$ cat config.mk
export PLATFORM = sky130hd
export DESIGN_NAME = dcache_controller
export DESIGN_NICKNAME = d
export VERILOG_FILES = /design/src/sys_defs_pkg.sv /design/src/dcache_controller.sv
export SDC_FILE = /design/constraint.sdc
export NUM_CORES = 1
export LEC_CHECK = 0
export ABC_CLOCK_PERIOD_IN_PS = 12500
export CAP_MARGIN = 10
export CORE_MARGIN = 3
export CORE_UTILIZATION = 30
export CTS_BUF_LIST = sky130_fd_sc_hd__clkbuf_8
export DETAILED_ROUTE_END_ITERATION = 10
export DONT_BUFFER_PORTS = 1
export PLACE_DENSITY_LB_ADDON = 0.1
export SLEW_MARGIN = 25
export SYNTH_ARGS = -nofsm -noshare
export SYNTH_HDL_FRONTEND = slang
export SYNTH_SLANG_ARGS = --single-unit
$ cat constraint.sdc
create_clock -name clock -period 12.5 [get_ports clock]
set_input_delay 1.25 -clock clock [delete_from_list [all_inputs] [get_ports clock]]
set_output_delay 1.25 -clock clock [all_outputs]
set_load 0.03 [all_outputs]
$ cat src/sys_defs_pkg.sv
package sys_defs_pkg;

	// memory bus commands, shared by processor side and memory side
	typedef enum logic [1:0]
	{
		BUS_NONE  = 2'h0,
		BUS_LOAD  = 2'h1,
		BUS_STORE = 2'h2
	} bus_command_e;

	// one block is one 64-bit word
	typedef logic [63:0] word_t;

	// block address, a word index
	typedef logic [31:0] addr_t;

	// transaction tag, zero means none
	typedef logic [3:0] mem_tag_t;

	// processor to cache
	typedef struct packed
	{
		bus_command_e command;
		addr_t        addr;
		word_t        data;
	} proc_req_t;

	// cache to processor
	typedef struct packed
	{
		word_t    data;
		logic     hit;
		mem_tag_t response;
		mem_tag_t tag;
	} proc_rsp_t;

	// line store lookup result
	typedef struct packed
	{
		word_t data;
		logic  valid;
		logic  dirty;
		logic  miss;
		addr_t victim_addr;
	} cache_lookup_t;

	// line store write port
	typedef struct packed
	{
		logic  enable;
		addr_t addr;
		word_t data;
		logic  dirty;
		logic  invalidate;
	} cache_write_t;

	// cache to memory
	typedef struct packed
	{
		bus_command_e command;
		addr_t        addr;
		word_t        data;
	} mem_req_t;

	// memory to cache
	typedef struct packed
	{
		mem_tag_t response;
		mem_tag_t tag;
		word_t    data;
	} mem_rsp_t;

endpackage

$ cat src/dcache_controller.sv
`timescale 1ns/1ps

module dcache_controller
(
	input  logic                         clock,
	input  logic                         rst_n,
	input  sys_defs_pkg::proc_req_t      proc_req,
	output sys_defs_pkg::proc_rsp_t      proc_rsp,
	output sys_defs_pkg::addr_t          lookup_addr,
	input  sys_defs_pkg::cache_lookup_t  lookup,
	output sys_defs_pkg::cache_write_t   cache_wr,
	output sys_defs_pkg::mem_req_t       mem_req,
	input  sys_defs_pkg::mem_rsp_t       mem_rsp
);
	import sys_defs_pkg::*;

	// block address of each outstanding load, indexed by its tag
	addr_t      pend_addr [1:15];
	logic [15:1] pend_valid;

	logic  fill_active;
	addr_t fill_addr;
	logic  load_accepted;

	assign fill_active = (mem_rsp.tag != '0);
	assign fill_addr   = pend_addr[mem_rsp.tag];

	// in a fill cycle the lookup port checks the line being filled
	assign lookup_addr = fill_active ? fill_addr : proc_req.addr;

	assign load_accepted = (mem_req.command == BUS_LOAD) && (mem_rsp.response != '0);

	always_comb
	begin
		mem_req.command     = BUS_NONE;
		mem_req.addr        = proc_req.addr;
		mem_req.data        = proc_req.data;

		cache_wr.enable     = 1'b0;
		cache_wr.addr       = proc_req.addr;
		cache_wr.data       = proc_req.data;
		cache_wr.dirty      = 1'b0;
		cache_wr.invalidate = 1'b0;

		proc_rsp.data       = lookup.data;
		proc_rsp.hit        = 1'b0;
		proc_rsp.response   = '0;
		// finished earlier load, if any
		proc_rsp.tag        = mem_rsp.tag;

		if (fill_active)
		begin
			// fill owns the write port, any request here sees a retry
			proc_rsp.data = mem_rsp.data;
			cache_wr.addr = fill_addr;
			cache_wr.data = mem_rsp.data;
			// a line dirtied since the load went out is newer than the fill
			cache_wr.enable = !(lookup.valid && lookup.dirty);
		end
		else
		begin
			case (proc_req.command)
				BUS_LOAD, BUS_STORE:
				begin
					if (!lookup.miss)
					begin
						proc_rsp.hit = 1'b1;
						if (proc_req.command == BUS_STORE)
						begin
							cache_wr.enable = 1'b1;
							cache_wr.dirty  = 1'b1;
						end
					end
					else if (!lookup.dirty)
					begin
						// clean miss, fetch the requested block
						mem_req.command   = BUS_LOAD;
						proc_rsp.response = mem_rsp.response;
					end
					else
					begin
						// dirty miss, write the victim back and drop it
						mem_req.command     = BUS_STORE;
						mem_req.addr        = lookup.victim_addr;
						mem_req.data        = lookup.data;
						cache_wr.invalidate = 1'b1;
						proc_rsp.response   = mem_rsp.response;
					end
				end
				default:
				begin
					mem_req.command = BUS_NONE;
				end
			endcase
		end
	end

	always_ff @(posedge clock or negedge rst_n)
	begin
		if (!rst_n)
		begin
			pend_valid <= '0;
		end
		else
		begin
			if (fill_active)
			begin
				pend_valid[mem_rsp.tag] <= 1'b0;
			end
			if (load_accepted)
			begin
				pend_valid[mem_rsp.response] <= 1'b1;
			end
		end
	end

	always_ff @(posedge clock)
	begin
		if (load_accepted)
		begin
			pend_addr[mem_rsp.response] <= mem_req.addr;
		end
	end

	// every completion matches a load this controller sent out
	assert property (@(posedge clock) disable iff (!rst_n)
		(mem_rsp.tag != '0) |-> pend_valid[mem_rsp.tag])
		else $error("completion for tag %0d with no pending load", mem_rsp.tag);

	assert property (@(posedge clock) disable iff (!rst_n)
		!$isunknown(mem_req.command))
		else $error("memory command is unknown");

endmodule

==> impl_metrics.env <==
export IMPL_hold_path_depth=1
export IMPL_synthTopCellsByArea="edfxtp_1, mux4_2, nand2_1"
export IMPL_top_regs="pend_addr: 480 flops"
export IMPL_slowest_stage="or4_4"
export IMPL_wl_per_cell_um=35.0
export IMPL_htreeDepth=3
export IMPL_power_density_mw_per_mm2=142
export IMPL_gp_congestion=0.952
export IMPL_hold_path_startpoint="mem_rsp[71]"
export IMPL_relSlewSlack=0.273
export IMPL_worstPathMaxFanout=152
export IMPL_yosysMostFrequentCell="edfxtp_1"
export IMPL_post_route_cells_drive_above_1_share=0.237
export IMPL_yosys_top_cells_count="edfxtp_1, nand2_1, mux2i_1"
export IMPL_largest_reg_flops=480
export IMPL_io_buffers=0
export IMPL_fin_crit_ps=5840
export IMPL_antenna_found_initial=21
export IMPL_dr_total_vias=12800
export IMPL_end_kind="primary output"
export IMPL_setup_worst_path_start_class="primary input"
export IMPL_ctsHoldBuffers=0
export IMPL_hpwlAfterDp_mm=58.8
export IMPL_crit_family="simple AND/OR/NAND/NOR gates"
export IMPL_n_fill_cell=6943
export IMPL_maxCapViolations=0
export IMPL_post_cts_buffers=0
export IMPL_via_per_inst=5.22
export IMPL_cts_made_buffers=84
export IMPL_ys_warn_count=0
export IMPL_worst_pin_slew_ps=1090
export IMPL_synth_fp_nets=1693
export IMPL_nets=1695
export IMPL_cp_required_ps=11250
export IMPL_hp_class="primary input to flip-flop"
export IMPL_slew_violations=0
export IMPL_wl_mm=85.5
export IMPL_die_area_mm2=0.0746
export IMPL_root_buffer="clkbuf_8"
export IMPL_syn_area_mm2=0.0214
export IMPL_cp_cell_sequence="or4_4 > nor3_4 > nand2_8 > buf_4 > mux2_1"
export IMPL_postRouteAntennaNets=0
export IMPL_ys_flop_type="edfxtp_1"
export IMPL_hold_end="pend_addr[6][19]$_DFFE_PP_"
export IMPL_die_w_um=273
export IMPL_ys_seq_area_frac=0.673
export IMPL_largest_register="pend_addr"
export IMPL_cts_resized=0
export IMPL_place_area_mm2=0.0226
export IMPL_syn2layout_area_growth_pct=12.5
export IMPL_fp_dieH_um=273
export IMPL_grt_pass1_vias=13100
export IMPL_grt_pass1_wl_mm=114
export IMPL_coreArea_mm2=0.0704
export IMPL_grtUsageTotal=0.223
export IMPL_cpPeakStageDelay_ps=870
export IMPL_async_flop_share=0
export IMPL_hold_viol=0
export IMPL_cts_tree="built"
export IMPL_setup_tns_ps=0
export IMPL_synth_edf_count=480
export IMPL_total_power_mw=3.41
export IMPL_cp_buffers_inverters=1
export IMPL_rsz0062_at_grt="false"
export IMPL_clkTransAtPathRegs_ps=60
export IMPL_vdd_drop_max_mv=0.0567
export IMPL_ys_ff_latch=480
export IMPL_final_cell_area_mm2=0.0241
export IMPL_synth_top_area_cell="edfxtp_1"
export IMPL_grt_max_degree=153
export IMPL_max_freq_mhz=171
export IMPL_gr_total_overflow=0
export IMPL_drtIter0Drc=732
export IMPL_arrival_ps=4590
export IMPL_setup_viol=0
export IMPL_yosysUniqueCellTypes=32
export IMPL_finalCritPeriodShare=0.467
export IMPL_cts_num_sinks=480
export IMPL_clockBufferDepth=3
export IMPL_postSynthAreaPerCell_um2=15.1
export IMPL_p_leak_nw=8.16
export IMPL_status="finished, final reports clean"
export IMPL_critical_path_class="primary input to primary output"
export IMPL_drc=0
export IMPL_first_pass_iters=5
export IMPL_syn_inst=1421
export IMPL_fin_util=0.342
export IMPL_num_rows=97
export IMPL_io_pins=573
export IMPL_start_util=0.304
export IMPL_synth_top_area_share=0.673
==> final cells by class <==
type                            count  area (µm²)  share of cell area
Clock inverter                     66         299              0.0124
Sequential cell                   480       14400               0.598
Timing Repair Buffer               39         309              0.0128
Multi-Input combinational cell    815        6710               0.278
Inverter                            3        11.3            0.000467
Antenna cell                       15        37.5             0.00156
Tap cell                          940        1180              0.0488
Clock buffer                       84        1160              0.0480
==> how the worst max path moves through the flow <==
stage | start | end | slack, ps | depth (start not counted)
after floorplan | mem_rsp[64] | pend_addr[4][0]$_DFFE_PP_ | 7060 | 6
after global placement | mem_rsp[66] | mem_req[95] | 6790 | 5
after detailed placement | mem_rsp[66] | mem_req[93] | 6730 | 5
after CTS | mem_rsp[66] | mem_req[93] | 6730 | 5
after global routing | mem_rsp[64] | mem_req[82] | 6570 | 5
final | mem_rsp[64] | mem_req[95] | 6660 | 5
==> layer usage <==
metal,vias to the layer above,global-route usage,routed length (µm)
met5,-,0,0
met4,0,0.101,3260
met3,140,0.0500,5250
met2,524,0.399,45000
met1,6669,0.252,31900
li1,5417,-,-
==> metrics by stage <==
step / worst slack [ps] / hold WS (ps) / cells
global route: 6570 / 779 / 2441
CTS: 6730 / 743 / 2426
floorplan: 7060 / 1760 / 1421
detailed placement: 6730 / 1490 / 2276
finish: 6660 / 814 / 2442
global placement: 6790 / 1500 / 2276
==> power breakdown <==
part	internal [mW]	switching, mW
Sequential	1.77	0.000231
Combinational	0.0825	0.277
Clock	0.631	0.646
==> cells by family (layout without fill, tap and decap cells) <==
kind of cell	after synthesis	in the layout	synth area share
flops	480	480	0.673
simple gates	422	422	0.0779
compound gates	123	123	0.0404
fa+ha+maj	1	1	0.000584
mux	269	269	0.177
other cells	0	15	0
buf+inv	126	192	0.0312
==> cells in the final DEF, fill, tap and decap left out, types with 29 or more instances in the layout <==
| master | n |
|---|---|
| mux2_1 | 29 |
| mux4_2 | 77 |
| a21oi_1 | 39 |
| inv_1 | 32 |
| buf_4 | 37 |
| nand2_1 | 334 |
| nor2_1 | 52 |
| mux2_2 | 80 |
| mux2i_1 | 83 |
| clkbuf_8 | 84 |
| edfxtp_1 | 480 |
No activity file was read; power rests on OpenSTA's default activity.
