### src/sys_defs_pkg.sv
package sys_defs_pkg;

	// memory bus commands, shared by processor side and memory side
	typedef enum logic [1:0]
	{
		BUS_NONE  = 2'h0,
		BUS_LOAD  = 2'h1,
		BUS_STORE = 2'h2
	} bus_command_e;

	// one block is one 64-bit word
	typedef logic [63:0] word_t;

	// block address, a word index
	typedef logic [31:0] addr_t;

	// transaction tag, zero means none
	typedef logic [3:0] mem_tag_t;

	// processor to cache
	typedef struct packed
	{
		bus_command_e command;
		addr_t        addr;
		word_t        data;
	} proc_req_t;

	// cache to processor
	typedef struct packed
	{
		word_t    data;
		logic     hit;
		mem_tag_t response;
		mem_tag_t tag;
	} proc_rsp_t;

	// line store lookup result
	typedef struct packed
	{
		word_t data;
		logic  valid;
		logic  dirty;
		logic  miss;
		addr_t victim_addr;
	} cache_lookup_t;

	// line store write port
	typedef struct packed
	{
		logic  enable;
		addr_t addr;
		word_t data;
		logic  dirty;
		logic  invalidate;
	} cache_write_t;

	// cache to memory
	typedef struct packed
	{
		bus_command_e command;
		addr_t        addr;
		word_t        data;
	} mem_req_t;

	// memory to cache
	typedef struct packed
	{
		mem_tag_t response;
		mem_tag_t tag;
		word_t    data;
	} mem_rsp_t;

endpackage

### src/dcache_mem.sv
`timescale 1ns/1ps

module dcache_mem
#(
	parameter int INDEX_BITS = 4
)
(
	input  logic                         clock,
	input  logic                         rst_n,
	input  sys_defs_pkg::addr_t          lookup_addr,
	output sys_defs_pkg::cache_lookup_t  lookup,
	input  sys_defs_pkg::cache_write_t   cache_wr
);
	import sys_defs_pkg::*;

	localparam int LINES    = 1 << INDEX_BITS;
	localparam int TAG_BITS = $bits(addr_t) - INDEX_BITS;

	word_t               data_mem [LINES];
	logic [TAG_BITS-1:0] tag_mem  [LINES];
	logic [LINES-1:0]    valid_q;
	logic [LINES-1:0]    dirty_q;

	logic [INDEX_BITS-1:0] rd_index;
	logic [TAG_BITS-1:0]   rd_tag;
	logic [INDEX_BITS-1:0] wr_index;
	logic [TAG_BITS-1:0]   wr_tag;

	// block address splits into tag over index
	assign rd_index = lookup_addr[INDEX_BITS-1:0];
	assign rd_tag   = lookup_addr[$bits(addr_t)-1:INDEX_BITS];
	assign wr_index = cache_wr.addr[INDEX_BITS-1:0];
	assign wr_tag   = cache_wr.addr[$bits(addr_t)-1:INDEX_BITS];

	always_comb
	begin
		lookup.data        = data_mem[rd_index];
		lookup.valid       = valid_q[rd_index];
		// dirty only counts on a valid line
		lookup.dirty       = valid_q[rd_index] && dirty_q[rd_index];
		lookup.miss        = !valid_q[rd_index] || (tag_mem[rd_index] != rd_tag);
		// address of whatever line sits at this index
		lookup.victim_addr = {tag_mem[rd_index], rd_index};
	end

	always_ff @(posedge clock or negedge rst_n)
	begin
		if (!rst_n)
		begin
			valid_q <= '0;
			dirty_q <= '0;
		end
		else if (cache_wr.enable)
		begin
			valid_q[wr_index] <= 1'b1;
			dirty_q[wr_index] <= cache_wr.dirty;
		end
		else if (cache_wr.invalidate)
		begin
			valid_q[wr_index] <= 1'b0;
			dirty_q[wr_index] <= 1'b0;
		end
	end

	always_ff @(posedge clock)
	begin
		if (cache_wr.enable)
		begin
			data_mem[wr_index] <= cache_wr.data;
			tag_mem[wr_index]  <= wr_tag;
		end
	end

	// controller never fills and drops a line at once
	assert property (@(posedge clock) disable iff (!rst_n)
		!(cache_wr.enable && cache_wr.invalidate))
		else $error("cache write with both enable and invalidate");

endmodule

### config.mk
export PLATFORM = sky130hd
export DESIGN_NAME = dcache_mem
export DESIGN_NICKNAME = d
export VERILOG_FILES = /design/src/sys_defs_pkg.sv /design/src/dcache_mem.sv
export SDC_FILE = /design/constraint.sdc
export NUM_CORES = 1
export LEC_CHECK = 0
export ABC_CLOCK_PERIOD_IN_PS = 3900
export BUFFER_PORTS_ARGS = -buffer_cell sky130_fd_sc_hd__buf_2
export CORE_MARGIN = 8
export CORE_UTILIZATION = 61
export CTS_CLUSTER_DIAMETER = 60
export CTS_CLUSTER_SIZE = 10
export DETAILED_ROUTE_END_ITERATION = 6
export PLACE_DENSITY = 0.79
export SLEW_MARGIN = 25
export SYNTH_ARGS = -nofsm -noshare
export SYNTH_HDL_FRONTEND = slang
export SYNTH_SLANG_ARGS = --single-unit
### constraint.sdc
create_clock -name clock -period 3.9 [get_ports clock]
set_input_delay 0.78 -clock clock [delete_from_list [all_inputs] [get_ports clock]]
set_output_delay 0.78 -clock clock [all_outputs]
set_load 0.01 [all_outputs]
==> results of run 1 <==
[registers in the layout (all words and copies together), names as in the netlist, named ones only]
signal,count
data_mem,1024
tag_mem,448
dirty_q,16
[synthesized netlist by cell type (all sizes together) (4+ instances only)]
cell,number,area [µm²]
a21o,17,128
a21oi,10,53.8
a221oi,6,52.6
a22oi,5,37.5
a31oi,6,37.5
and2,4,25.0
and3,12,75.1
buf,105,628
clkbuf,30,113
dfrtp,32,801
edfxtp,1472,44200
inv,15,56.3
mux2,11,124
mux2i,64,641
mux4,432,9730
nand2,46,173
nand3,21,105
nand4,6,37.5
nor2,29,109
nor2b,11,68.8
nor3,10,50.1
nor4,4,25.0
o211ai,4,30.0
o21ai,42,210
o22ai,4,25.0
xnor2,14,123
xor2,7,61.3
[report_power, final]
part	leakage (nW)	switching (W)	total (W)	internal [W]
Clock	2.25	0.00593	0.0138	0.00791
Sequential	13.7	0.000140	0.0183	0.0182
Combinational	6.08	0.00128	0.00232	0.00103
[through the flow]
stage	hold WS (ns)	setup WS, ns
after floorplan	0.444	-0.555
after global placement	0.460	-0.404
after detailed placement	0.460	-0.388
after CTS	0.0684	-0.156
after global routing	0.137	-0.233
final	0.102	-0.167
[logic make-up (layout without fill, tap and decap cells)]
logic type	count (synthesis)	after routing	share of synthesized area, %
other	0	12	0
AO/OA/AOI/OAI	120	120	1.38
buffers and inverters	151	646	1.38
multiplexers	507	507	18.1
XOR/XNOR	21	21	0.317
flip-flops	1504	1504	77.6
AND/OR/NAND/NOR	153	153	1.27
[final cells by class]
class	count	area, µm²	share of cell area, %
antenna	12	30.0	0.0447
clock buffer	183	4350	6.47
clock inverter	20	254	0.378
inverter	16	65.1	0.0968
multi-input combinational	801	12400	18.4
sequential	1504	45000	67.0
tap	1265	1580	2.36
timing repair buffer	427	3530	5.25
[worst min path at each step]
stage,startpoint,to,slack (ns)
detailed placement,flip-flop,flip-flop,0.46
floorplan,flip-flop,flip-flop,0.44
global placement,flip-flop,flip-flop,0.46
global route,rst_n,async pin,0.14
finish,rst_n,async pin,0.10
CTS,rst_n,async pin,0.07
[routing by layer]
metal	wire [µm]	track usage [%]	vias up
met3	13500	5.69	444
met5	97	0	-
met4	6750	13.0	16
met1	51600	34.3	15269
met2	76400	47.1	1990
li1	-	-	11401
[timing repair]
| item | CTS | global route |
|---|---|---|
| gates cloned | 2 | 3 |
| gates resized for setup | 16 | 4 |
| setup buffers | 2 | 1 |
| setup endpoints to repair | 18 | 19 |
| hold buffers | 0 | 0 |
| pin swaps | 4 | 1 |
==> flow_metrics.tcl, run 1 <==
set metrics [dict create \
    status "finished with violations" \
    violations "setup timing" \
    clock-sinks 1504 \
    r2r_slack_ns 3.16 \
    p_total_w 0.0344 \
    antenna_found_initial 20 \
    end_kind "output pin" \
    nets 3053 \
    post-route-util_pct 71.0 \
    postSynthAreaPerCell_um2 23.6 \
    grt_max_degree 145 \
    clk_pin_slew_worst_paths_ns 0.05 \
    r2r_cells 2 \
    syn_inst 2456 \
    ys_types 57 \
    layout_commonest_cell "edfxtp_1" \
    grt_pass1_vias 30801 \
    ios 232 \
    finalClockSkew_ns 0 \
    cp_slowest_cell "mux4_2" \
    dr.first_iter.drc_count 3948 \
    cap_violations 0 \
    drt_pre_antenna_iters 5 \
    fin_crit_sh_pct 104 \
    area_growth_pct 15.8 \
    drv_slew 0 \
    cp.buffers_inverters 3 \
    async_flop_share_pct 2.13 \
    syn-num-nets 2589 \
    htree_levels 4 \
    start_util_pct 61.3 \
    std_cell_rows 113 \
    final_cells 4228 \
    die_h_um 324 \
    crit_fanout 2 \
    crit_required_ns 3.12 \
    via_per_inst 6.89 \
    gp_congestion 0.934 \
    final_cell_area_um2 67200 \
    numCtsBuffers 170 \
    r2r_end "dirty_q[12]" \
    die_area_um2 105000 \
    dp_hpwl_um 77500 \
    cp-startpoint "tag_mem[8][10]" \
    wl_um 148000 \
    synth-main-ff-cell "edfxtp_1" \
    period_needed_ns 4.07 \
    port_buffers 231 \
    fmax_ghz 0.246 \
    peakVddDrop_mv 0.437 \
    path_depth 10 \
    power_density_nw_per_um2 513 \
    cts_buffer_depth 3 \
    hold_class "input port to async pin" \
    wl_per_cell_um 35.1 \
    cpPeakStageDelay_ns 0.47 \
    syn_area_um2 58000 \
    path_common_cell "buf_4" \
    worst_pin_slew_ns 0.937 \
    core-area_um2 94600 \
    cts-root-buf "clkbuf_16" \
    layout_common_cells "1472 x edfxtp_1, 432 x mux4_2, 228 x buf_2, 175 x clkbuf_16, 131 x buf_4" \
    drc 0 \
    hold_violations 0 \
    dp.cells 4005 \
    timing.rr.start "dirty_q[12]" \
    synth_edf_count 1472 \
    ys_seq_elements 1504 \
    path_delay_family "simple AND/OR/NAND/NOR gates" \
    worstPathArrival_ns 3.29 \
    cp_cell_sequence "mux4_2 > or2_0 > a32o_1 > xnor2_1 > buf_4 > o211ai_1 > nor4_1 > buf_4 > nand4_1 > buf_2" \
    layout-drive-gt1-share_pct 36.8 \
    finalWorstSetupSlack_ns -0.167 \
    critical_path_class "flip-flop to output pin" \
    start_kind "flip-flop" \
    vias 29120 \
    ant_nets 0 \
    grt_overflow 0 \
    grt_usage_pct 27.7 \
    grt_pass1_wl_um 212000 \
    rsz0062_at_grt "true" \
    setup_viol 1 \
    clock_latency_ns 0.75 \
    critPathCapture "lookup[32]" \
    final.setup.tns_ns -0.167 \
    chipWidth_um 324 \
    ys_warn_count 0 \
    synth_seq_area_share_pct 77.6 \
    place_area_um2 62300 \
    slew_headroom_pct 37.4 \
    p_leak_nw 22.0 \
    n_fill_cell 5194 \
    cts_tree "yes" \
]
(Power assumes the default switching activity.)
==> run 2, diff against run 1 <==
--- a/config.mk
+++ b/config.mk
@@ -9,6 +9,7 @@
 export BUFFER_PORTS_ARGS = -buffer_cell sky130_fd_sc_hd__buf_2
 export CORE_MARGIN = 8
 export CORE_UTILIZATION = 61
+export CTS_BUF_LIST = sky130_fd_sc_hd__clkbuf_4 sky130_fd_sc_hd__clkbuf_8 sky130_fd_sc_hd__clkbuf_16
 export CTS_CLUSTER_DIAMETER = 60
 export CTS_CLUSTER_SIZE = 10
 export DETAILED_ROUTE_END_ITERATION = 6
==> run 2 against run 1 <==
The flow finishes with violations (DRC, setup timing). Power is 0.19% higher. Combinational power about the same. Core utilization rose by 0.050 points. Die area unchanged. Sequential power about the same. Sequential share of layout area hardly changed. Worst setup slack worse by 0.015 ns. Critical path type is now input port to output pin. Critical endpoint unchanged. Largest cell class unchanged.
==> flow_metrics.tcl, run 2 (same netlist as run 1, synthesis figures left out) <==
set metrics [dict create \
    status "finished with violations" \
    violations "DRC, setup timing" \
    drt_pre_antenna_iters 7 \
    layout_common_cells "1472 x edfxtp_1, 432 x mux4_2, 228 x buf_2, 175 x clkbuf_16, 131 x buf_4" \
    wl_um 148000 \
    std_cell_rows 113 \
    cap_violations 0 \
    vias 29066 \
    layout-drive-gt1-share_pct 37.2 \
    cts_hold_buf 0 \
    end_kind "output pin" \
    start_kind "input port" \
    dp_hpwl_um 77500 \
    gp_congestion 0.934 \
    path_common_cell "buf_4" \
    ios 232 \
    final.setup.tns_ns -0.182 \
    path_delay_family "buffers and inverters" \
    grt_max_degree 145 \
    pwr-share-clk_pct 40.3 \
    internal-power_w 0.0272 \
    ant_nets 0 \
    drv_slew 0 \
    dr.first_iter.drc_count 3739 \
    start_util_pct 61.3 \
    top_regs "data_mem (1024), tag_mem (448), dirty_q (16)" \
    fin_crit_sh_pct 105 \
    numCtsBuffers 170 \
    worstPathArrival_ns 3.30 \
    die_h_um 324 \
    comb_power_share_pct 6.7 \
    layout_commonest_cell "edfxtp_1" \
    cpPeakStageDelay_ns 0.34 \
    cts-root-buf "clkbuf_16" \
    clock-sinks 1504 \
    critical_path_class "input port to output pin" \
    finalWorstSetupSlack_ns -0.182 \
    slew_headroom_pct 38.7 \
    rsz0062_at_grt "true" \
    p_total_w 0.0345 \
    final_cells 4229 \
    cp.buffers_inverters 5 \
    finalClockSkew_ns 0 \
    grt_pass1_wl_um 212000 \
    port_buffers 231 \
    power_density_nw_per_um2 513 \
    dp_slack_ns -0.388 \
    cts_tree "yes" \
    grt_pass1_vias 30832 \
    dp.cells 4005 \
    crit_fanout 16 \
    die_area_um2 105000 \
    grt_overflow 0 \
    r2r_slack_ns 3.15 \
    worst_pin_slew_ns 0.917 \
    cp_cell_sequence "buf_12 > bufbuf_16 > nor2b_1 > buf_4 > a22oi_1 > o211ai_1 > a221oi_2 > a31oi_1 > nor4_1 > buf_4 > nand4_1 > buf_2" \
    htree_levels 4 \
    period_needed_ns 4.08 \
    cp_slowest_cell "a221oi_2" \
    regMostFlops "data_mem" \
    place_area_um2 62300 \
    nets 3053 \
    chipWidth_um 324 \
    seqPwrFrac_pct 53.0 \
    crit_required_ns 3.12 \
    swShare_pct 21.3 \
    drc 1 \
    largest_reg_flops 1024 \
    antenna_found_initial 22 \
    p_leak_nw 22.1 \
    peakVddDrop_mv 0.436 \
    clock_latency_ns 0.75 \
    clk_pin_slew_worst_paths_ns 0.06 \
    p_switching_w 0.00734 \
    n_fill_cell 5192 \
    area_growth_pct 15.9 \
    hold_violations 0 \
    via_per_inst 6.87 \
    wl_per_cell_um 35.0 \
    final_cell_area_um2 67200 \
    grt_usage_pct 27.7 \
    core-area_um2 94600 \
    fmax_ghz 0.245 \
    cts_buffer_depth 3 \
    setup_viol 1 \
    hold_class "input port to async pin" \
]
## run 2: power groups by stage
stage          Combinational [W]  Clock (W)  Sequential, W
6_report                 0.00231     0.0139         0.0183
5_1_grt                  0.00242     0.0146         0.0183
4_1_cts                  0.00229     0.0140         0.0183
3_5_place_dp             0.00223          0         0.0186
3_3_place_gp             0.00216          0         0.0185
2_1_floorplan            0.00126          0         0.0186
## run 2: timing repair
action,4_1_cts,5_1_grt
cloned,2,3
endpoints found under the setup margin,18,19
pin swaps,4,1
setup buffers,2,1
gates resized for setup,16,5
endpoints found under the hold margin,0,0
## run 2: routing by layer
metal | wire, µm | part of all wire (%) | GRT usage (%)
met3 | 13100 | 8.9 | 5.68
met1 | 51400 | 35 | 34.3
met4 | 7120 | 4.8 | 13.2
met5 | 97 | 0.066 | 0
met2 | 76300 | 52 | 47.0
## run 2: area by class of cell
| class | instances | area (µm²) | area share [%] |
|---|---|---|---|
| Sequential cell | 1504 | 45000 | 66.9 |
| Tap cell | 1265 | 1580 | 2.35 |
| Clock buffer | 183 | 4390 | 6.53 |
| Timing Repair Buffer | 427 | 3530 | 5.25 |
| Inverter | 16 | 65.1 | 0.0968 |
| Multi-Input combinational cell | 801 | 12400 | 18.4 |
| Antenna cell | 13 | 32.5 | 0.0484 |
| Clock inverter | 20 | 254 | 0.378 |
## run 2: final timing paths
kind | start | endpoint | cells after the start
worst min-delay path | rst_n | async pin | 1
max in group asynchronous | rst_n | dirty_q[13] | 1
min in group clock | cache_wr[1] | dirty_q[15] | 2
worst max register to register | dirty_q[12] | dirty_q[12] | 2
worst max-delay path | lookup_addr[1] | lookup[32] | 12
worst min register to register | flip-flop | flip-flop | 1
## run 2: per-stage QoR
step                      utilization [%]  hold slack [ns]
after floorplan                         -            0.444
after global placement               65.8            0.460
after detailed placement             65.8            0.460
after CTS                            70.9           0.0688
after global routing                 71.1            0.132
final                                71.1            0.100
